**src/rtl/engine_defines.svh**
```systemverilog
// --------------------------------------------------------------------------
// Engine dimensions shared by the package and the RTL blocks: register
// counts, retire queue depth and data word width
// --------------------------------------------------------------------------
`ifndef ENGINE_DEFINES_SVH
`define ENGINE_DEFINES_SVH

// Architectural integer registers, x0 included
`define ENGINE_NUM_AREGS 32

// Physical registers behind the rename map
`define ENGINE_NUM_PREGS 64

// Slots in the in-order retire queue
`define ENGINE_ROB_DEPTH 16

// Width of one data word in the register file
`define ENGINE_XLEN 32

`endif

```
**src/rtl/engine_pkg.sv**
```systemverilog
// --------------------------------------------------------------------------
// Engine package. Index and data types shared by the rename, status,
// register file and retire blocks
// --------------------------------------------------------------------------
`include "engine_defines.svh"

package engine_pkg;

  // Architectural register index, x0 to x31
  typedef logic [$clog2(`ENGINE_NUM_AREGS)-1:0] areg_t;

  // Physical register index
  typedef logic [$clog2(`ENGINE_NUM_PREGS)-1:0] preg_t;

  // Retire queue slot index, wraps at the queue depth
  typedef logic [$clog2(`ENGINE_ROB_DEPTH)-1:0] rob_id_t;

  // One data word as held in the physical register file
  typedef logic [`ENGINE_XLEN-1:0] xword_t;

endpackage

```
**src/rtl/phys_reg_file.sv**
```systemverilog
// --------------------------------------------------------------------------
// Physical register file. 64 words, two write ports from the execution
// units and two combinational read ports
// --------------------------------------------------------------------------
`timescale 1ns/1ns
`include "engine_defines.svh"

module phys_reg_file (
  input  logic               core_clock_i,
  input  logic               we0_i,
  input  logic               we1_i,
  input  engine_pkg::preg_t  wdest0_i,
  input  engine_pkg::preg_t  wdest1_i,
  input  engine_pkg::preg_t  rsrc0_i,
  input  engine_pkg::preg_t  rsrc1_i,
  input  engine_pkg::xword_t wdata0_i,
  input  engine_pkg::xword_t wdata1_i,
  output engine_pkg::xword_t rdata0_o,
  output engine_pkg::xword_t rdata1_o
);
  import engine_pkg::*;

  xword_t regs_q [`ENGINE_NUM_PREGS];

  // No write-through, a same-cycle read returns the old word
  assign rdata0_o = regs_q[rsrc0_i];
  assign rdata1_o = regs_q[rsrc1_i];

  always_ff @(posedge core_clock_i) begin
    if (we0_i) begin
      regs_q[wdest0_i] <= wdata0_i;
    end
    // Port 1 is written last and wins on a collision
    if (we1_i) begin
      regs_q[wdest1_i] <= wdata1_i;
    end
  end

endmodule

```
**config.mk**
```make
export PLATFORM = sky130hd
export DESIGN_NAME = phys_reg_file
export DESIGN_NICKNAME = d
export VERILOG_FILES = /design/src/rtl/engine_pkg.sv /design/src/rtl/phys_reg_file.sv
export VERILOG_INCLUDE_DIRS = /design/src /design/src/rtl
export SDC_FILE = /design/constraint.sdc
export NUM_CORES = 2
export LEC_CHECK = 0
export BUFFER_PORTS_ARGS = -buffer_cell sky130_fd_sc_hd__buf_4
export CAP_MARGIN = 40
export CORE_UTILIZATION = 55
export CTS_CLUSTER_DIAMETER = 100
export DETAILED_ROUTE_END_ITERATION = 8
export PLACE_DENSITY = 0.71
export SETUP_SLACK_MARGIN = 0.05
export SLEW_MARGIN = 10
export SYNTH_ARGS = -nofsm -noshare
export SYNTH_HDL_FRONTEND = slang
export SYNTH_SLANG_ARGS = --single-unit
```
**constraint.sdc**
```tcl
create_clock -name core_clock_i -period 4.5 [get_ports core_clock_i]
set_input_delay 0 -clock core_clock_i [delete_from_list [all_inputs] [get_ports core_clock_i]]
set_output_delay 0 -clock core_clock_i [all_outputs]
set_load 0.02 [all_outputs]
```
==> reports/metrics.yaml <==
synth:
  syn_nets: 7437
  ys.flop_type: "edfxtp_1"
  syn_inst: 7346
  synth_edf_count: 2048
  ys_types: 56
  synth-seq-area-share: 0.512
  synthDominantCellAreaShare: 0.512
  syn_area_per_cell_um2: 16.4
  syn-cell-area_um2: 120000
  ys_ff_latch: 2048
  synthArstFlopShare: 0
  yosysTopAreaCell: "edfxtp_1"
  ys_warn_count: 0
  synth.area.top_cells: "edfxtp_1 51%, mux2_2 19%, mux4_2 19%, clkbuf_1 1.8%, o22ai_1 0.95%"
power:
  p_clk_frac: 0.393
  intPower_w: 0.0335
  swShare: 0.254
  ir_drop_uv: 443
  power_density_nw_per_um2: 338
  combPwrFrac: 0.130
  power.switching_w: 0.0114
  p_leak_nw: 42.6
  seqPwrFrac: 0.477
sta:
  setup-violations-final: 0
  slew_violations: 0
  rsz0062_at_grt: "false"
  finalCritPeriodShare: 0.822
  hold_viol: 0
  slew_headroom: 0.277
  worst_slew_pin_slew_ns: 1.08
  final.setup.tns_ns: 0
  max_freq_mhz: 270
  fin_crit_ns: 3.70
placed_design:
  hpwl_um: 266000
  dp.cells: 9675
  place_congestion: 0.920
  numPortBuffers: 154
outcome:
  outcome: "completed"
floorplanning:
  initial_utilization: 0.553
  dieHeight_um: 469
  dieArea_um2: 220000
  die_w_um: 469
  core_area_um2: 217000
  row_count: 171
  io_pins: 155
setup_path:
  arrival_ns: 3.70
  path_cells: "mux4_2 > a22o_1 > a221oi_1 > a221oi_1 > buf_4 > buf_4 > buf_4"
  required_ns: 4.50
  cp-start-kind: "flip-flop"
  timing.critical_path.from: "regs_q[42][19]"
  critPathMostFrequentCell: "buf_4"
  worst_path_largest_cell_delay_ns: 0.84
  cp_max_fo: 2
  path_class: "reg2out"
  cp-end-kind: "primary output"
  crit_slowest_cell: "a221oi_1"
global_routing:
  first_global_vias: 79900
  overflow: 0
  grt_max_degree: 82
  grt_pass1_wl_um: 621000
  grt_usage: 0.404
  antenna_found_initial: 16
clocking:
  clockBufferDepth: 3
  cts_tree: "built"
  cts.reportedPaths.clkPinSlew_ns: 0.06
  cts_made_buffers: 214
  clock_sinks: 2048
  cts_root_buf: "clkbuf_16"
  cts_resized: 0
  h-tree-depth: 4
hold_path:
  min_from: "wdest1_i[2]"
  hold_class: "in2reg"
route:
  drc_errors: 0
  m1WireLength_um: 156000
  ant_nets: 0
  firstDrtPassIters: 7
  drtIter0Drc: 14300
  num_vias: 81200
  viasPerCell: 7.96
  top_layer_used: "met5"
  wl_per_cell_um: 44.2
  routed-wl-met3_um: 68300
  drt-total-wl_um: 451000
  dr_wl_met2_um: 195000
run:
  cap_violations: 0
cells_and_area:
  area_growth_pct: 10.6
  reg_top3: "regs_q: 2048 flops"
  final_cell_count_no_fill: 10200
  fin_nets: 7249
  layout-drive-gt1-share: 0.547
  layout_commonest_cell: "mux2_2"
  regMostFlops: "regs_q"
  largest_reg_flops: 2048
  final_cell_mix: "2,053 x mux2_2, 2,048 x edfxtp_1, 1,006 x mux4_2"
==> path summary, 6_finish.rpt <==
check	endpoint	slack, ns	depth (start not counted)
worst max-delay path	rdata1_o[19]	0.80	7
worst min-delay path	regs_q[4][27]	0.06	5
==> layer usage <==
metal  global-route usage  vias to the layer above
li1                     -                    29900
met1                0.541                    42100
met2                0.579                     7700
met3                0.125                     1514
met4                0.244                       10
met5                    0                        -
==> through the flow <==
step	worst slack, ns	power (W)	instance area [µm²]	util	hold WS [ns]
2_1_floorplan	0.908	0.0253	120000	-	0.382
3_3_place_gp	0.761	0.0272	124000	0.572	0.703
3_5_place_dp	0.991	0.0273	125000	0.574	0.687
4_1_cts	0.828	0.0447	133000	0.610	0.00601
5_1_grt	0.878	0.0456	133000	0.612	0.0585
6_report	0.801	0.0449	133000	0.612	0.0555
==> cells in the mapped netlist (all sizes together) (36+ instances only) <==
cell / number
edfxtp: 2048
mux4: 1006
mux2i: 85
buf: 449
a21oi: 62
a22oi: 48
nor2b: 55
clkbuf: 579
a221oi: 77
nand3: 36
mux2: 2102
nand2: 125
a22o: 47
nor2: 73
o221ai: 54
o22ai: 183
o21ai: 76
==> timing repair <==
action	4_1_cts	5_1_grt
setup buffers	0	0
hold buffers	110	0
hold endpoints to repair	2044	0
==> power groups by stage <==
stage	clock (W)	sequential, W	combinational, W
floorplan	0	0.0218	0.00359
global placement	0	0.0218	0.00545
detailed placement	0	0.0218	0.00555
CTS	0.0176	0.0214	0.00566
global route	0.0183	0.0214	0.00594
finish	0.0176	0.0214	0.00583
==> worst max-delay path, delay by kind of cell, from the launching register on <==
kind / cells / cell delay, ns
AO/OA/AOI/OAI: 3 / 1.36
buffers and inverters: 3 / 0.56
flip-flops: 1 / 0.40
multiplexers: 1 / 0.47
==> area by class of cell <==
class,instances,area (µm²)
sequential,2048,61500
timing repair buffer,624,6040
antenna,13,32.5
tap,2854,3570
multi-input combinational,4268,55000
clock inverter,123,987
inverter,2,7.51
fill,15800,84300
clock buffer,274,5710
==> logic make-up after synthesis <==
family / share of synthesized area
buffers and inverters: 0.0393
multiplexers: 0.393
flip-flops: 0.512
AO/OA/AOI/OAI: 0.0377
AND/OR/NAND/NOR: 0.0183
Note: power is estimated with default switching activity, not from simulation.
