[src/rtl/engine_defines.svh]
// --------------------------------------------------------------------------
// Engine dimensions shared by the package and the RTL blocks: register
// counts, retire queue depth and data word width
// --------------------------------------------------------------------------
`ifndef ENGINE_DEFINES_SVH
`define ENGINE_DEFINES_SVH

// Architectural integer registers, x0 included
`define ENGINE_NUM_AREGS 32

// Physical registers behind the rename map
`define ENGINE_NUM_PREGS 64

// Slots in the in-order retire queue
`define ENGINE_ROB_DEPTH 16

// Width of one data word in the register file
`define ENGINE_XLEN 32

`endif

[src/rtl/engine_pkg.sv]
// --------------------------------------------------------------------------
// Engine package. Index and data types shared by the rename, status,
// register file and retire blocks
// --------------------------------------------------------------------------
`include "engine_defines.svh"

package engine_pkg;

  // Architectural register index, x0 to x31
  typedef logic [$clog2(`ENGINE_NUM_AREGS)-1:0] areg_t;

  // Physical register index
  typedef logic [$clog2(`ENGINE_NUM_PREGS)-1:0] preg_t;

  // Retire queue slot index, wraps at the queue depth
  typedef logic [$clog2(`ENGINE_ROB_DEPTH)-1:0] rob_id_t;

  // One data word as held in the physical register file
  typedef logic [`ENGINE_XLEN-1:0] xword_t;

endpackage

[src/rtl/rename_map.sv]
// --------------------------------------------------------------------------
// Rename map table. Translates architectural to physical registers for a
// two-wide bundle and forwards instruction 0's new register to instruction 1
// --------------------------------------------------------------------------
`timescale 1ns/1ns
`include "engine_defines.svh"

module rename_map (
  input  logic              core_clock_i,
  input  logic              reset_i,
  input  logic              alloc0_i,
  input  logic              alloc1_i,
  input  engine_pkg::areg_t ins0_rs1_i,
  input  engine_pkg::areg_t ins0_rs2_i,
  input  engine_pkg::areg_t ins0_dest_i,
  input  engine_pkg::areg_t ins1_rs1_i,
  input  engine_pkg::areg_t ins1_rs2_i,
  input  engine_pkg::areg_t ins1_dest_i,
  input  engine_pkg::preg_t new0_preg_i,
  input  engine_pkg::preg_t new1_preg_i,
  output engine_pkg::preg_t ins0_rs1_preg_o,
  output engine_pkg::preg_t ins0_rs2_preg_o,
  output engine_pkg::preg_t ins1_rs1_preg_o,
  output engine_pkg::preg_t ins1_rs2_preg_o,
  output engine_pkg::preg_t old0_preg_o,
  output engine_pkg::preg_t old1_preg_o
);
  import engine_pkg::*;

  preg_t map_q [`ENGINE_NUM_AREGS];
  logic  dep_rs1;
  logic  dep_rs2;
  logic  dep_dest;

  // Instruction 1 depends on instruction 0 when it names the register
  // that instruction 0 is renaming in this same bundle
  assign dep_rs1  = alloc0_i && (ins1_rs1_i == ins0_dest_i);
  assign dep_rs2  = alloc0_i && (ins1_rs2_i == ins0_dest_i);
  assign dep_dest = alloc0_i && (ins1_dest_i == ins0_dest_i);

  assign ins0_rs1_preg_o = map_q[ins0_rs1_i];
  assign ins0_rs2_preg_o = map_q[ins0_rs2_i];
  assign ins1_rs1_preg_o = dep_rs1 ? new0_preg_i : map_q[ins1_rs1_i];
  assign ins1_rs2_preg_o = dep_rs2 ? new0_preg_i : map_q[ins1_rs2_i];

  // Old mappings go to the retire queue and are freed at commit
  assign old0_preg_o = map_q[ins0_dest_i];
  assign old1_preg_o = dep_dest ? new0_preg_i : map_q[ins1_dest_i];

  always_ff @(posedge core_clock_i) begin
    if (reset_i) begin
      // Identity mapping, x0 to p0 and so on
      for (int i = 0; i < `ENGINE_NUM_AREGS; i++) begin
        map_q[i] <= preg_t'(i);
      end
    end else begin
      if (alloc0_i) begin
        map_q[ins0_dest_i] <= new0_preg_i;
      end
      // Written last, so instruction 1 wins on a shared destination
      if (alloc1_i) begin
        map_q[ins1_dest_i] <= new1_preg_i;
      end
    end
  end

endmodule

[config.mk]
export PLATFORM = sky130hd
export DESIGN_NAME = rename_map
export DESIGN_NICKNAME = d
export VERILOG_FILES = /design/src/rtl/engine_pkg.sv /design/src/rtl/rename_map.sv
export VERILOG_INCLUDE_DIRS = /design/src /design/src/rtl
export SDC_FILE = /design/constraint.sdc
export NUM_CORES = 1
export LEC_CHECK = 0
export ABC_AREA = 1
export BUFFER_PORTS_ARGS = -buffer_cell sky130_fd_sc_hd__buf_2
export CAP_MARGIN = 20
export CELL_PAD_IN_SITES_DETAIL_PLACEMENT = 0
export CELL_PAD_IN_SITES_GLOBAL_PLACEMENT = 1
export CORE_AREA = 3 3 234 351
export DETAILED_ROUTE_END_ITERATION = 12
export DIE_AREA = 0 0 237 354
export PLACE_DENSITY = 0.5
export SLEW_MARGIN = 25
export SYNTH_ARGS = -nofsm -noshare
export SYNTH_HDL_FRONTEND = slang
export SYNTH_SLANG_ARGS = --single-unit
export TNS_END_PERCENT = 50
[constraint.sdc]
create_clock -name core_clock_i -period 5 [get_ports core_clock_i]
set_input_delay 0.75 -clock core_clock_i [delete_from_list [all_inputs] [get_ports core_clock_i]]
set_output_delay 0.75 -clock core_clock_i [all_outputs]
set_load 0.02 [all_outputs]
==> qor.txt <==
Max-Cap Viols: 0
crit-path cells: buf_4 -> nand2_1 -> inv_1 -> nand2_1 -> o21ai_0 -> nor2_1 -> nor2_1 -> nor2_1 -> nand3_1 -> nand2_1 -> inv_1 -> buf_2
crit-path leading delay family: buffers and inverters
Setup violations, final: 0
global placement routability congestion: 1.035
largest cells by area after synthesis: edfxtp_1 29%, nand2_1 21%, nand3_1 13%
Post-Syn Instances: 3,266
Remaining DRCs: 0
dpl hpwl: 101,200 µm
Switching Fraction: 0.4297
synthesis-to-layout area growth: 9.495%
share of layout cells above drive strength 1: 0.08511
RSZ-0062 raised after global routing: false
DP Worst Slack: 1.145 ns
Reg power frac: 0.403
largest area contributor in the netlist: edfxtp_1
first-pass GRT wire length: 189,800 µm
biggest regs: map_q: 192 flops
gr usage total: 0.3226
Syn Std Cell Area: 19,780 µm²
clock buffer depth: 2
min Tclk post-route: 3.930 ns
Worst Max-Slew Pin Slew: 1.030 ns
die width: 237 µm
Clock power frac: 0.272
Max VDD drop: 0.1613 mV
H-tree levels: 4
Crit-path slowest cell: inv_1
gr ovfl total: 0
Comb pwr share: 0.324
Final Cell Area: 21,660 µm²
TritonCTS clock tree: built
Setup CP Type: in -> out
Die Area: 83,900 µm²
vias in the first global route: 23,100
Leak: 9.185 nW
Hold Path Class: in -> reg
TritonRoute pass-1 iters: 9
yosys warns: 0
postcts setup bufs: 0
Final ANT Viol Nets: 0
DR WL/cell: 32.85 µm
Max Fanout on Critical Path: 50
internal power: 2.987 mW
Pins Over Slew Limit: 0
CP Launch Type: input pin
largest net degree at the start of global routing: 105
Synth Register Bits: 192
CTS Hold Bufs: 0
Die Ht: 354 µm
crit end category: primary output
First DRT Iteration DRCs: 3,376
Tot Pwr: 5.238 mW
final net count: 3,229
largest register by flop count: map_q
Initial Util: 0.2485
outcome: finished clean
Sw Pwr: 2.251 mW
f_max: 0.2544 GHz
Synth cell types: 27
Fin. Hold Viols: 0
core area: 79,610 µm²
max incr delay on CP: 0.53 ns
pwr dens: 241.9 nW/µm²
share of the yosys chip area belonging to registers: 0.2915
via count: 25,030
area fraction of the dominant cell type after synthesis: 0.2915
Crit path buffers/inverters: 4
max FFs per register: 192
CTS root buf: clkbuf_16
total negative slack: 0 ns
part of the cycle the worst path needs: 0.7861
Critical Path RT: 4.25 ns
Row Count: 127
quantity of gates resized following cts: 0
port bufs: 81
Clk pin slew, worst setup/hold paths: 0.08 ns
clk sink count: 192
I/O pin cnt: 82
Max-Slew Margin vs Limit: 0.3131
Syn Area/Cell: 6.056 µm²
final wirelength: 139,000 µm
drt via density: 5.915
Crit path arrival time: 3.18 ns
post-synthesis net count: 3,312
Placed Area: 21,080 µm²
initial antenna violation count: 5
Worst Slack Setup Final: 1.070 ns
cts bufs inserted: 17
==> power by group through the flow <==
stage / logic, mW / clock network, mW / registers, mW
after global placement: 1.65 / 0 / 2.14
after floorplan: 0.947 / 0 / 1.99
after detailed placement: 1.65 / 0 / 2.14
after global routing: 1.79 / 1.51 / 2.11
after CTS: 1.65 / 1.46 / 2.10
final: 1.70 / 1.43 / 2.11
==> routing by layer <==
metal	share of wire	GRT usage	wire length [µm]	vias up
met5	0	0	0	-
met4	0.099	0.2593	13820	0
met3	0.073	0.04761	10130	407
met2	0.47	0.5348	65430	1556
met1	0.36	0.3681	49590	12120
li1	-	-	-	10940
==> cells by family (layout without fill, tap and decap cells) <==
kind of cell / after synthesis / after routing / share of synthesized area
other: 0 / 3 / 0
AO/OA/AOI/OAI: 792 / 792 / 0.2247
AND/OR/NAND/NOR: 1761 / 1761 / 0.3774
flip-flops: 192 / 192 / 0.2915
buffers and inverters: 521 / 451 / 0.1065
==> synthesized netlist by cell type <==
library cell	n
inv_2	40
buf_1	20
nand4_1	7
o211ai_1	22
buf_6	1
nor2_1	112
a22oi_1	132
nor3_2	2
nand3_1	520
inv_1	209
o22ai_1	76
clkbuf_1	152
nor3_1	7
clkinv_1	9
clkbuf_2	3
buf_2	74
o21ai_1	10
buf_4	11
nand2_2	1
edfxtp_1	192
nor2_2	21
a21oi_1	190
nand2_1	1081
nor3_4	7
o21ai_0	362
nor2_4	3
inv_4	2
==> worst min-delay path, delay by kind of cell <==
kind,cells,cell delay (ns)
buffers and inverters,1,0.22
and+or+nand+nor,1,0.14
AOI/OAI and AO/OA,1,0.05
==> final timing paths <==
kind,start,endpoint,cells after the start
worst min-delay path,new0_preg_i[1],map_q[29][1],3
worst max-delay path,ins1_dest_i[0],old1_preg_o[1],12
==> per-stage QoR <==
step                utilization  std cells  hold WS, ns
finish                   0.2721       4231       0.8290
global route             0.2720       4228       0.8176
CTS                      0.2720       4228       0.7884
detailed placement       0.2647       4196        1.364
global placement         0.2647       4196        1.354
floorplan                     -       3266        1.024
==> cell type report <==
| type | count | area, µm² |
|---|---|---|
| Antenna cell | 3 | 7.507 |
| Clock buffer | 18 | 429.2 |
| Clock inverter | 14 | 146.4 |
| Fill cell | 8938 | 57950 |
| Inverter | 260 | 983.4 |
| Multi-Input combinational cell | 2553 | 11920 |
| Sequential cell | 192 | 5766 |
| Tap cell | 1032 | 1291 |
| Timing Repair Buffer | 159 | 1116 |
==> layout by cell type, fill, tap and decap left out, types with 9 or more instances in the layout <==
| cell type | instances |
|---|---|
| a22oi_1 | 132 |
| buf_12 | 9 |
| nand2_1 | 1081 |
| inv_1 | 206 |
| o211ai_1 | 22 |
| nor2_2 | 22 |
| edfxtp_1 | 192 |
| buf_4 | 74 |
| clkbuf_16 | 17 |
| o22ai_1 | 76 |
| o21ai_0 | 362 |
| inv_2 | 42 |
| o21ai_1 | 10 |
| nor2_1 | 110 |
| nand3_1 | 520 |
| a21oi_1 | 190 |
| buf_2 | 76 |
No activity file was read; power rests on OpenSTA's default activity.
