## config.mk

```make
export PLATFORM = sky130hd
export DESIGN_NAME = retire_queue
export DESIGN_NICKNAME = d
export VERILOG_FILES = /design/src/rtl/engine_pkg.sv /design/src/rtl/retire_queue.sv
export VERILOG_INCLUDE_DIRS = /design/src /design/src/rtl
export SDC_FILE = /design/constraint.sdc
export NUM_CORES = 1
export LEC_CHECK = 0
export BUFFER_PORTS_ARGS = -buffer_cell sky130_fd_sc_hd__buf_2
export CAP_MARGIN = 15
export CORE_ASPECT_RATIO = 0.9
export CORE_MARGIN = 5
export CORE_UTILIZATION = 50
export CTS_CLUSTER_DIAMETER = 150
export DETAILED_ROUTE_END_ITERATION = 6
export PLACE_DENSITY = 0.67
export SKIP_CTS_REPAIR_TIMING = 1
export SLEW_MARGIN = 5
export SYNTH_ARGS = -nofsm -noshare
export SYNTH_HDL_FRONTEND = slang
export SYNTH_SLANG_ARGS = --single-unit
```

## constraint.sdc

```tcl
create_clock -name core_clock_i -period 8.5 [get_ports core_clock_i]
set_clock_uncertainty 0.1 [all_clocks]
set_input_delay 1.275 -clock core_clock_i [delete_from_list [all_inputs] [get_ports core_clock_i]]
set_output_delay 1.275 -clock core_clock_i [all_outputs]
set_load 0.02 [all_outputs]
```

## src/rtl/engine_defines.svh

```systemverilog
// --------------------------------------------------------------------------
// Engine dimensions shared by the package and the RTL blocks: register
// counts, retire queue depth and data word width
// --------------------------------------------------------------------------
`ifndef ENGINE_DEFINES_SVH
`define ENGINE_DEFINES_SVH

// Architectural integer registers, x0 included
`define ENGINE_NUM_AREGS 32

// Physical registers behind the rename map
`define ENGINE_NUM_PREGS 64

// Slots in the in-order retire queue
`define ENGINE_ROB_DEPTH 16

// Width of one data word in the register file
`define ENGINE_XLEN 32

`endif

```

## src/rtl/engine_pkg.sv

```systemverilog
// --------------------------------------------------------------------------
// Engine package. Index and data types shared by the rename, status,
// register file and retire blocks
// --------------------------------------------------------------------------
`include "engine_defines.svh"

package engine_pkg;

  // Architectural register index, x0 to x31
  typedef logic [$clog2(`ENGINE_NUM_AREGS)-1:0] areg_t;

  // Physical register index
  typedef logic [$clog2(`ENGINE_NUM_PREGS)-1:0] preg_t;

  // Retire queue slot index, wraps at the queue depth
  typedef logic [$clog2(`ENGINE_ROB_DEPTH)-1:0] rob_id_t;

  // One data word as held in the physical register file
  typedef logic [`ENGINE_XLEN-1:0] xword_t;

endpackage

```

## src/rtl/retire_queue.sv

```systemverilog
// --------------------------------------------------------------------------
// Retire queue. Keeps renamed instructions in program order, collects
// completions by slot and commits up to two per cycle from the head
// --------------------------------------------------------------------------
`timescale 1ns/1ns
`include "engine_defines.svh"

module retire_queue (
  input  logic                core_clock_i,
  input  logic                reset_i,
  input  logic                push_i,
  input  logic                ins1_i,
  input  logic                alloc0_i,
  input  logic                alloc1_i,
  input  logic                cmp0_i,
  input  logic                cmp1_i,
  input  engine_pkg::preg_t   old0_preg_i,
  input  engine_pkg::preg_t   old1_preg_i,
  input  engine_pkg::rob_id_t cmp0_slot_i,
  input  engine_pkg::rob_id_t cmp1_slot_i,
  output engine_pkg::rob_id_t tail_slot_o,
  output logic                full_o,
  output logic                commit0_o,
  output logic                commit1_o,
  output logic                free0_o,
  output logic                free1_o,
  output engine_pkg::preg_t   free0_preg_o,
  output engine_pkg::preg_t   free1_preg_o
);
  import engine_pkg::*;

  logic [`ENGINE_ROB_DEPTH-1:0] alloc_q;
  logic [`ENGINE_ROB_DEPTH-1:0] done_q;
  preg_t                        old_q [`ENGINE_ROB_DEPTH];
  rob_id_t                      head_q;
  rob_id_t                      tail_q;
  rob_id_t                      head1;
  rob_id_t                      tail1;
  logic [4:0]                   count_q;
  logic                         push1;
  logic                         commit_a;
  logic                         commit_b;
  logic [1:0]                   push_n;
  logic [1:0]                   commit_n;

  assign head1  = head_q + rob_id_t'(1);
  assign tail1  = tail_q + rob_id_t'(1);
  assign push1  = push_i & ins1_i;
  assign push_n = {1'b0, push_i} + {1'b0, push1};

  // Occupancy guards keep stale done bits of empty slots out of commit
  assign commit_a = (count_q != '0) && done_q[head_q];
  assign commit_b = commit_a && (count_q > 5'd1) && done_q[head1];
  assign commit_n = {1'b0, commit_a} + {1'b0, commit_b};

  // A bundle may need two slots
  assign full_o      = (count_q > 5'(`ENGINE_ROB_DEPTH - 2));
  assign tail_slot_o = tail_q;

  // Old mappings return to the free list at the commit edge
  assign free0_o      = commit_a & alloc_q[head_q];
  assign free1_o      = commit_b & alloc_q[head1];
  assign free0_preg_o = old_q[head_q];
  assign free1_preg_o = old_q[head1];

  always_ff @(posedge core_clock_i) begin
    if (reset_i) begin
      head_q    <= '0;
      tail_q    <= '0;
      count_q   <= '0;
      done_q    <= '0;
      commit0_o <= 1'b0;
      commit1_o <= 1'b0;
    end else begin
      if (push_i) begin
        done_q[tail_q] <= 1'b0;
      end
      if (push1) begin
        done_q[tail1] <= 1'b0;
      end
      if (cmp0_i) begin
        done_q[cmp0_slot_i] <= 1'b1;
      end
      if (cmp1_i) begin
        done_q[cmp1_slot_i] <= 1'b1;
      end
      head_q    <= head_q + rob_id_t'(commit_n);
      tail_q    <= tail_q + rob_id_t'(push_n);
      count_q   <= count_q + 5'(push_n) - 5'(commit_n);
      commit0_o <= commit_a;
      commit1_o <= commit_b;
    end
  end

  always_ff @(posedge core_clock_i) begin
    if (push_i) begin
      alloc_q[tail_q] <= alloc0_i;
      old_q[tail_q]   <= old0_preg_i;
    end
    if (push1) begin
      alloc_q[tail1] <= alloc1_i;
      old_q[tail1]   <= old1_preg_i;
    end
  end

endmodule

```

==> results of run 1 <==
## report_power, final
part	total, mW	switching [mW]	internal [mW]
logic	0.709	0.365	0.345
registers	0.854	0.0634	0.791
clock network	0.766	0.305	0.461
total	2.33	0.733	1.60
## logic make-up (layout without fill, tap and decap cells)
kind of cell	count (synthesis)	after routing	synth area share (%)
xor gates and xnor gates	10	10	1.304
muxes	201	201	32.67
and+or+nand+nor	162	162	9.027
adders and majority gates	20	20	3.210
DFF	143	143	43.79
AOI/OAI and AO/OA	82	82	6.319
buffers and inverters	69	104	3.682
## layout make-up
type / count / area [um2] / share of cell area [%]
multi-input combinational: 475 / 4587 / 47.56
clock buffer: 18 / 429.2 / 4.450
sequential: 143 / 3827 / 39.69
clock inverter: 14 / 165.2 / 1.713
tap: 235 / 294.0 / 3.049
inverter: 21 / 78.83 / 0.8173
timing repair buffer: 51 / 262.8 / 2.724
## metrics by stage
stage	cells	instance area, um2	hold slack, ns	utilization [%]
final	957	9644	0.3973	56.72
after global routing	957	9644	0.4389	56.72
after CTS	957	9644	0.3987	56.72
after detailed placement	925	9050	0.3882	53.22
after global placement	925	9050	0.3832	53.22
after floorplan	687	8732	0.3578	-
## path summary, 6_finish.rpt
path | slack (ns) | depth (start not counted) | start | to
max | 3.64 | 6 | head_q[1]$_SDFF_PP0_ | free1_preg_o[2]
min | 0.40 | 2 | alloc_q[2]$_DFF_P_ | alloc_q[2]$_DFF_P_
max reg2reg | 3.86 | 15 | head_q[0]$_SDFF_PP0_ | count_q[4]$_SDFF_PP0_
min reg2reg | 0.40 | 2 | alloc_q[2]$_DFF_P_ | alloc_q[2]$_DFF_P_
## metal layers
layer	share of wire, %	track usage [%]	vias to the layer above
li1	-	-	2700
met1	43	33.20	3019
met2	47	35.74	296
met3	8.6	6.758	48
met4	1.9	7.117	2
met5	0.057	0	-
## critical path: stages, from the launching register on
cell	delay [ns]
dfxtp_1	0.31
buf_4	0.41
ha_1	0.71
buf_4	0.46
mux4_2	0.40
mux4_1	0.55
buf_2	0.19
## cells in the mapped netlist (6+ instances only)
library cell,number
mux2_1,10
ha_1,16
nor2b_1,11
a21oi_1,20
nand3b_1,6
nand2_1,36
edfxtp_1,96
mux2_2,87
nor3_1,11
o22ai_1,12
inv_1,20
clkbuf_1,25
mux2i_1,48
nand2b_1,9
mux4_2,51
o21ai_0,6
a31oi_1,15
xnor2_1,7
a221oi_1,12
buf_2,14
dfxtp_1,47
nor2_1,57
nand3_1,12
## sequential cells by signal (all words and copies together), names as in the netlist
register,flops
alloc_q,16
commit0_o,1
commit1_o,1
count_q,5
done_q,16
head_q,4
old_q,96
tail_slot_o,4
## placed cells by master, fill, tap and decap left out, types with 16 or more instances in the layout
cell       synthesis  layout
nand2_1           36      36
mux2_2            87      87
nor2_1            57      57
buf_2             14      48
dfxtp_1           47      46
edfxtp_1          96      96
a21oi_1           20      20
clkbuf_16          0      17
mux2i_1           48      48
ha_1              16      16
inv_1             20      20
mux4_2            51      51
==> impl_metrics.py, run 1 <==
metrics = {
    "outcome": {
        "status": "finished, final reports clean",
    },
    "cts": {
        "root_buffer": "clkbuf_16",
        "path_clk_slew_ns": 0.06,
        "cts_tree": "done",
        "htree_num_levels": 4,
        "max-clock-path-buffers": 2,
        "clk_latency_ns": 0.43,
        "cts_buffers": 17,
        "clock-sinks": 143,
    },
    "yosys": {
        "yosys.area.top_type_share_pct": 33.01,
        "syn_area_per_cell_um2": 12.71,
        "seq_area_frac_synth_pct": 43.79,
        "synth_area_leaders": "edfxtp_1, mux4_2, mux2_2",
        "syn_nets": 735,
        "synth_area_mm2": 0.008732,
        "yosysTopAreaCell": "edfxtp_1",
        "yosys_most_used_dff": "edfxtp_1",
        "synth.distinct_cells": 53,
        "synth_edf_count": 96,
        "ys_ff_latch": 143,
        "async_flop_share_pct": 0,
        "yosysWarningCount": 0,
        "syn_inst": 687,
    },
    "timing": {
        "setup_viol": 0,
        "fin_crit_ns": 4.859,
        "setup_tns_ns": 0,
        "timing.fmax_mhz": 205.8,
        "rsz0062_at_grt": "false",
        "fin_crit_sh_pct": 57.16,
        "hold_viol_final": 0,
        "worstMarginPinSlew_ns": 1.099,
        "relSlewSlack_pct": 26.45,
        "drv_slew": 0,
        "layout_setup_ws_ns": 3.641,
    },
    "grt": {
        "grt_max_degree": 55,
        "grt_usage_pct": 23.59,
        "grt_pass1_wl_um": 35930,
        "antenna_found_initial": 1,
        "grt_pass1_vias": 6019,
        "grt_remaining_overflow": 0,
    },
    "setup_path": {
        "critPathKind": "flip-flop to output port",
        "cp_data_required_time_ns": 7.12,
        "critPathCaptureType": "output port",
        "cp_max_fo": 28,
        "arrival_ns": 3.48,
        "critPathLaunchType": "flip-flop",
    },
    "floorplanning": {
        "die_h_um": 135.4,
        "dieArea_mm2": 0.02021,
        "dieWidth_um": 149.3,
        "num_io_pins": 49,
        "start_util_pct": 51.35,
        "rows": 45,
        "core_area_mm2": 0.01700,
    },
    "layout": {
        "antenna_cells": 0,
        "fill_cells": 1420,
        "design.final.nets": 757,
        "drive_gt1_share_pct": 31.86,
        "syn2layout_area_growth_pct": 10.45,
    },
    "power_and_ir_drop": {
        "power_mw": 2.329,
        "power_density_mw_per_mm2": 241.5,
        "peakVddDrop_uv": 153.3,
        "p_leak_nw": 3.456,
    },
    "place": {
        "port_buffers": 48,
        "gp_congestion": 0.9227,
        "dp_slack_ns": 3.867,
        "place_hpwl_um": 16880,
    },
    "drt": {
        "firstDrtPassIters": 6,
        "wire_per_inst_um": 24.04,
        "wl_um": 23000,
        "vias_per_cell": 6.338,
        "drt-initial-drc-count": 721,
        "dr_total_vias": 6065,
        "drc": 0,
        "antenna_left": 0,
    },
    "flow_run": {
        "max-cap-violations": 0,
    },
    "min_path": {
        "hold_class": "flip-flop to flip-flop",
    },
}
(Power assumes the default switching activity.)
==> run 2: changes to the inputs <==
--- a/config.mk
+++ b/config.mk
@@ -6,6 +6,7 @@
 export SDC_FILE = /design/constraint.sdc
 export NUM_CORES = 1
 export LEC_CHECK = 0
+export ABC_AREA = 1
 export BUFFER_PORTS_ARGS = -buffer_cell sky130_fd_sc_hd__buf_2
 export CAP_MARGIN = 15
 export CORE_ASPECT_RATIO = 0.9
@@ -13,7 +14,7 @@
 export CORE_UTILIZATION = 50
 export CTS_CLUSTER_DIAMETER = 150
 export DETAILED_ROUTE_END_ITERATION = 6
-export PLACE_DENSITY = 0.67
+export PLACE_DENSITY = 0.7
 export SKIP_CTS_REPAIR_TIMING = 1
 export SLEW_MARGIN = 5
 export SYNTH_ARGS = -nofsm -noshare
==> constraint.sdc (replaced) <==
create_clock -name core_clock_i -period 3.9 [get_ports core_clock_i]
set_clock_uncertainty 0.1 [all_clocks]
set_input_delay 0.585 -clock core_clock_i [delete_from_list [all_inputs] [get_ports core_clock_i]]
set_output_delay 0.585 -clock core_clock_i [all_outputs]
set_load 0.02 [all_outputs]
==> impl_metrics.py, run 2 <==
metrics = {
    "outcome": {
        "status": "finished, final reports clean",
    },
    "floorplanning": {
        "num_io_pins": 49,
        "start_util_pct": 50.69,
        "dieWidth_um": 150.6,
        "rows": 46,
        "die_h_um": 136.6,
        "core_area_mm2": 0.01755,
        "dieArea_mm2": 0.02057,
    },
    "yosys": {
        "syn_nets": 1250,
        "seq_area_frac_synth_pct": 42.97,
        "synthTopCellsByCount": "nand2_1, o21ai_0, nand3_1",
        "yosysTopAreaCell": "edfxtp_1",
        "yosys_most_used_dff": "edfxtp_1",
        "synth.distinct_cells": 35,
        "ys_ff_latch": 143,
        "syn_inst": 1202,
        "synth_area_mm2": 0.008899,
        "yosys.area.top_type_share_pct": 32.40,
        "yosysWarningCount": 0,
        "yosysMostFrequentCell": "nand2_1",
        "synth_edf_count": 96,
        "syn_area_per_cell_um2": 7.403,
        "async_flop_share_pct": 0,
        "synth_area_leaders": "edfxtp_1, nand2_1, o21ai_0",
    },
    "setup_path": {
        "reg2reg_slack_ns": 0.41,
        "reg2reg_from": "head_q[0]$_SDFF_PP0_",
        "critPathKind": "flip-flop to flip-flop",
        "r2r_end": "count_q[4]$_SDFF_PP0_",
        "critPathCaptureType": "flip-flop",
        "critPathLaunchType": "flip-flop",
        "cp_data_required_time_ns": 4.15,
        "r2r_cells": 18,
        "cp_max_fo": 13,
        "arrival_ns": 3.74,
    },
    "drt": {
        "antenna_left": 0,
        "wl_met3_um": 2890,
        "wire_per_inst_um": 18.56,
        "drc": 0,
        "highest_layer": "met4",
        "dr_total_vias": 8548,
        "firstDrtPassIters": 6,
        "m1WireLength_um": 11550,
        "vias_per_cell": 5.879,
        "wl_um": 26990,
        "wl_met2_um": 11860,
        "drt-initial-drc-count": 1288,
    },
    "grt": {
        "grt_remaining_overflow": 0,
        "grt_usage_pct": 26.99,
        "grt_max_degree": 95,
        "antenna_found_initial": 0,
        "grt_pass1_vias": 7707,
        "grt_pass1_wl_um": 42680,
    },
    "place": {
        "place_hpwl_um": 19550,
        "port_buffers": 48,
        "gp_congestion": 0.9587,
    },
    "power_and_ir_drop": {
        "power_mw": 4.353,
        "p_switching_mw": 1.249,
        "p_seq_share_pct": 41.0,
        "power_density_mw_per_mm2": 442.7,
        "p_leak_nw": 4.087,
        "p_comb_share_pct": 17.5,
        "intPower_mw": 3.104,
        "p_clk_share_pct": 41.6,
        "peakVddDrop_uv": 323.1,
        "switching_share_pct": 28.70,
    },
    "timing": {
        "fin_crit_ns": 3.489,
        "relSlewSlack_pct": 45.18,
        "rsz0062_at_grt": "false",
        "setup_tns_ns": 0,
        "hold_viol_final": 0,
        "worstMarginPinSlew_ns": 0.8223,
        "fin_crit_sh_pct": 89.47,
        "timing.fmax_mhz": 286.6,
        "drv_slew": 0,
        "setup_viol": 0,
    },
    "cts": {
        "cts_tree": "done",
        "clock-sinks": 143,
        "htree_num_levels": 4,
        "clk_latency_ns": 0.43,
        "root_buffer": "clkbuf_16",
        "cts_buffers": 17,
        "path_clk_slew_ns": 0.06,
        "max-clock-path-buffers": 2,
    },
    "layout": {
        "largest-register": "old_q",
        "largest_reg_flops": 96,
        "design.final.nets": 1250,
        "drive_gt1_share_pct": 9.555,
        "antenna_cells": 0,
        "syn2layout_area_growth_pct": 10.50,
        "top_regs": "old_q: 96 flops, alloc_q: 16 flops, done_q: 16 flops",
        "layout_commonest_cell": "nand2_1",
        "most-common-layout-cells": "nand2_1, o21ai_0, nand3_1, inv_1, edfxtp_1",
        "fill_cells": 1653,
    },
    "flow_run": {
        "max-cap-violations": 0,
    },
    "min_path": {
        "min_from": "alloc1_i",
        "whs_path_depth": 3,
        "hold_class": "input port to flip-flop",
        "min_to": "alloc_q[3]$_DFF_P_",
    },
}
## run 2: changes by cell type after synthesis, sizes merged, moves of 34 or more
cell and change:
a21oi +56, inv +89, nand3 +96, mux2i -48, buf +34, nand2 +253, o21ai +200, mux4 -56
mux2 -97
## run 2: final cells by class
cell class	instances	area, um2	area share, %
multi-input cells	860	4250	43.22
flip-flops and latches	143	3827	38.92
clock buffers	17	425.4	4.326
inverters	112	425.4	4.326
repair buffers	68	390.4	3.970
well taps	240	300.3	3.054
clock inverters	14	214.0	2.176
## run 2: layer usage
metal	up-vias	global-route usage, %
met3	66	5.795
met4	0	8.661
met5	-	0
met2	475	41.17
li1	4108	-
met1	3899	38.49
## run 2: cell families (layout without fill, tap and decap cells)
| group | Yosys count | in the layout | share of synthesized area [%] |
|---|---|---|---|
| fa+ha+maj | 20 | 20 | 3.150 |
| xor+xnor | 3 | 3 | 0.2953 |
| flops | 143 | 143 | 42.97 |
| compound gates | 351 | 351 | 21.60 |
| simple gates | 486 | 486 | 22.72 |
| buf+inv | 199 | 211 | 9.266 |
## run 2: power by group through the flow
stage | Combinational (mW) | Sequential [mW] | Clock (mW)
5_1_grt | 0.864 | 1.79 | 1.88
4_1_cts | 0.755 | 1.78 | 1.81
3_5_place_dp | 0.753 | 1.81 | 0
6_report | 0.762 | 1.78 | 1.81
3_3_place_gp | 0.739 | 1.81 | 0
2_1_floorplan | 0.562 | 1.79 | 0
## run 2: stage by stage
step	instance area [um2]	util (%)	cells	setup WS [ns]	hold WS, ns
6_report	9833	56.02	1454	0.4108	0.3479
5_1_grt	9833	56.02	1454	0.05991	0.3761
4_1_cts	9831	56.00	1454	0.3321	0.3337
3_5_place_dp	9191	52.36	1423	0.3277	0.4121
3_3_place_gp	9191	52.36	1423	0.3959	0.4068
2_1_floorplan	8899	-	1202	0.6270	0.3615
## run 2: worst max-delay path by stage
stage | depth (start not counted) | end | start
after floorplan | 17 | count_q[4]$_SDFF_PP0_ | head_q[0]$_SDFF_PP0_
after global placement | 16 | count_q[4]$_SDFF_PP0_ | head_q[0]$_SDFF_PP0_
after detailed placement | 16 | count_q[4]$_SDFF_PP0_ | head_q[0]$_SDFF_PP0_
after CTS | 16 | count_q[4]$_SDFF_PP0_ | head_q[0]$_SDFF_PP0_
after global routing | 18 | count_q[4]$_SDFF_PP0_ | head_q[0]$_SDFF_PP0_
final | 18 | count_q[4]$_SDFF_PP0_ | head_q[0]$_SDFF_PP0_
## run 2: worst max-delay path, cell delays in order, from the launching register on
cell     delay (ns)
dfxtp_4        0.44
ha_1           0.19
inv_1          0.04
nand2_1        0.07
nand2_2        0.16
inv_1          0.17
nand3_1        0.09
nand3_1        0.10
nand3_2        0.11
nor2_1         0.13
ha_1           0.26
ha_1           0.28
inv_1          0.04
ha_1           0.20
fa_1           0.41
a21oi_1        0.13
o21ai_0        0.10
or2_2          0.28
a21oi_1        0.11
==> run 3: changes to the inputs <==
--- a/config.mk
+++ b/config.mk
@@ -12,8 +12,10 @@
 export CORE_ASPECT_RATIO = 0.9
 export CORE_MARGIN = 5
 export CORE_UTILIZATION = 50
+export CTS_BUF_LIST = sky130_fd_sc_hd__clkbuf_8
 export CTS_CLUSTER_DIAMETER = 150
 export DETAILED_ROUTE_END_ITERATION = 6
+export HOLD_SLACK_MARGIN = 0.03
 export PLACE_DENSITY = 0.7
 export SKIP_CTS_REPAIR_TIMING = 1
 export SLEW_MARGIN = 5
==> impl_metrics.py, run 3 (synthesized netlist as in run 2, its figures left out) <==
metrics = {
    "outcome": {
        "status": "finished, final reports clean",
    },
    "layout": {
        "largest-register": "old_q",
        "most-common-layout-cells": "nand2_1, o21ai_0, nand3_1, inv_1, edfxtp_1",
        "fill_cells": 1691,
        "syn2layout_area_growth_pct": 8.352,
        "largest_reg_flops": 96,
        "layout_commonest_cell": "nand2_1",
        "antenna_cells": 0,
        "design.final.nets": 1250,
        "drive_gt1_share_pct": 9.555,
        "top_regs": "old_q: 96 flops, alloc_q: 16 flops, done_q: 16 flops",
    },
    "setup_path": {
        "path_cells": "ha_1, inv_1, nand2_1, nand2_2, inv_1, nand3_1, nand3_1, nand3_2, nor2_1, ha_1, ha_1, inv_1, ha_1, fa_1, a21oi_1, o21ai_0, or2_2, a21oi_1",
        "arrival_ns": 3.80,
        "cp_max_fo": 13,
        "r2r_cells": 18,
        "critPathCaptureType": "flip-flop",
        "critPathLaunchType": "flip-flop",
        "cpMaxStageDelayCell": "dfxtp_4",
        "crit_top_cell": "ha_1",
        "cpPeakStageDelay_ns": 0.45,
        "critPathKind": "flip-flop to flip-flop",
        "cp_data_required_time_ns": 4.20,
    },
    "cts": {
        "max-clock-path-buffers": 2,
        "cts_buffers": 17,
        "path_clk_slew_ns": 0.08,
        "htree_num_levels": 4,
        "clock-sinks": 143,
        "root_buffer": "clkbuf_8",
        "cts_tree": "done",
        "clk_latency_ns": 0.48,
    },
    "timing": {
        "setup_tns_ns": 0,
        "timing.fmax_mhz": 285.9,
        "worstMarginPinSlew_ns": 0.8369,
        "drv_slew": 0,
        "hold_viol_final": 0,
        "setup_viol": 0,
        "relSlewSlack_pct": 44.20,
        "fin_crit_ns": 3.498,
        "fin_crit_sh_pct": 89.69,
        "rsz0062_at_grt": "false",
    },
    "floorplanning": {
        "start_util_pct": 50.69,
        "rows": 46,
        "num_io_pins": 49,
        "core_area_mm2": 0.01755,
        "dieWidth_um": 150.6,
        "die_h_um": 136.6,
        "dieArea_mm2": 0.02057,
    },
    "drt": {
        "wl_um": 26930,
        "wire_per_inst_um": 18.52,
        "firstDrtPassIters": 6,
        "dr_total_vias": 8494,
        "drc": 0,
        "drt-initial-drc-count": 1158,
        "vias_per_cell": 5.842,
        "antenna_left": 0,
    },
    "power_and_ir_drop": {
        "peakVddDrop_uv": 238.1,
        "p_leak_nw": 3.999,
        "power_density_mw_per_mm2": 406.7,
        "power_mw": 3.921,
    },
    "place": {
        "port_buffers": 48,
        "place_hpwl_um": 19550,
        "gp_congestion": 0.9587,
    },
    "grt": {
        "grt_remaining_overflow": 0,
        "grt_usage_pct": 26.84,
        "grt_pass1_vias": 7683,
        "antenna_found_initial": 0,
        "grt_pass1_wl_um": 42310,
        "grt_max_degree": 95,
    },
    "min_path": {
        "whs_path_depth": 3,
        "hold_class": "input port to flip-flop",
    },
    "flow_run": {
        "max-cap-violations": 0,
    },
}
-- run 3: cell counts in the layout (fill, tap and decap cells not counted) --
Identical to the previous run, type by type.
-- run 3: worst max-delay path, delay by kind of cell (launching register included) --
kind                     cells  cell delay, ns
AO/OA/AOI/OAI                3            0.34
flip-flops                   1            0.45
AND/OR/NAND/NOR              7            0.94
buffers and inverters        3            0.25
adder cells (fa/ha/maj)      5            1.35
-- run 3: final timing paths --
kind                        startpoint               endpoint  slack (ns)
setup / recovery  head_q[0]$_SDFF_PP0_  count_q[4]$_SDFF_PP0_        0.40
hold reg to reg     alloc_q[3]$_DFF_P_     alloc_q[3]$_DFF_P_        0.42
hold / removal                alloc1_i     alloc_q[3]$_DFF_P_        0.30
setup reg to reg  head_q[0]$_SDFF_PP0_  count_q[4]$_SDFF_PP0_        0.40
-- run 3: final cells by class --
class	instances	area, um2	area share [%]
tap	240	300.3	3.114
sequential	143	3827	39.70
multi-input combinational	860	4250	44.08
timing repair buffer	68	390.4	4.049
inverter	112	425.4	4.412
clock inverter	14	214.0	2.219
clock buffer	17	234.0	2.427
-- run 3: per-layer routing --
layer / vias up / GRT usage, % / routed length [um]
li1: 4101 / - / -
met1: 3884 / 38.54 / 11820
met2: 452 / 40.50 / 11780
met3: 57 / 6.060 / 2685
met4: 0 / 8.459 / 639
met5: - / 0 / 0
-- run 3: power by group --
part	internal (mW)	switching [mW]
Clock	0.759	0.622
Combinational	0.260	0.501
Sequential	1.71	0.0712
-- run 3: stage by stage --
step	hold slack (ns)	setup WS (ns)	cell area [um2]	std cells	utilization, %
CTS	0.2855	0.3289	9639	1454	54.91
floorplan	0.3615	0.6270	8899	1202	-
global placement	0.4068	0.3959	9191	1423	52.36
finish	0.2987	0.4021	9642	1454	54.93
detailed placement	0.4121	0.3277	9191	1423	52.36
global route	0.3215	0.05416	9642	1454	54.93
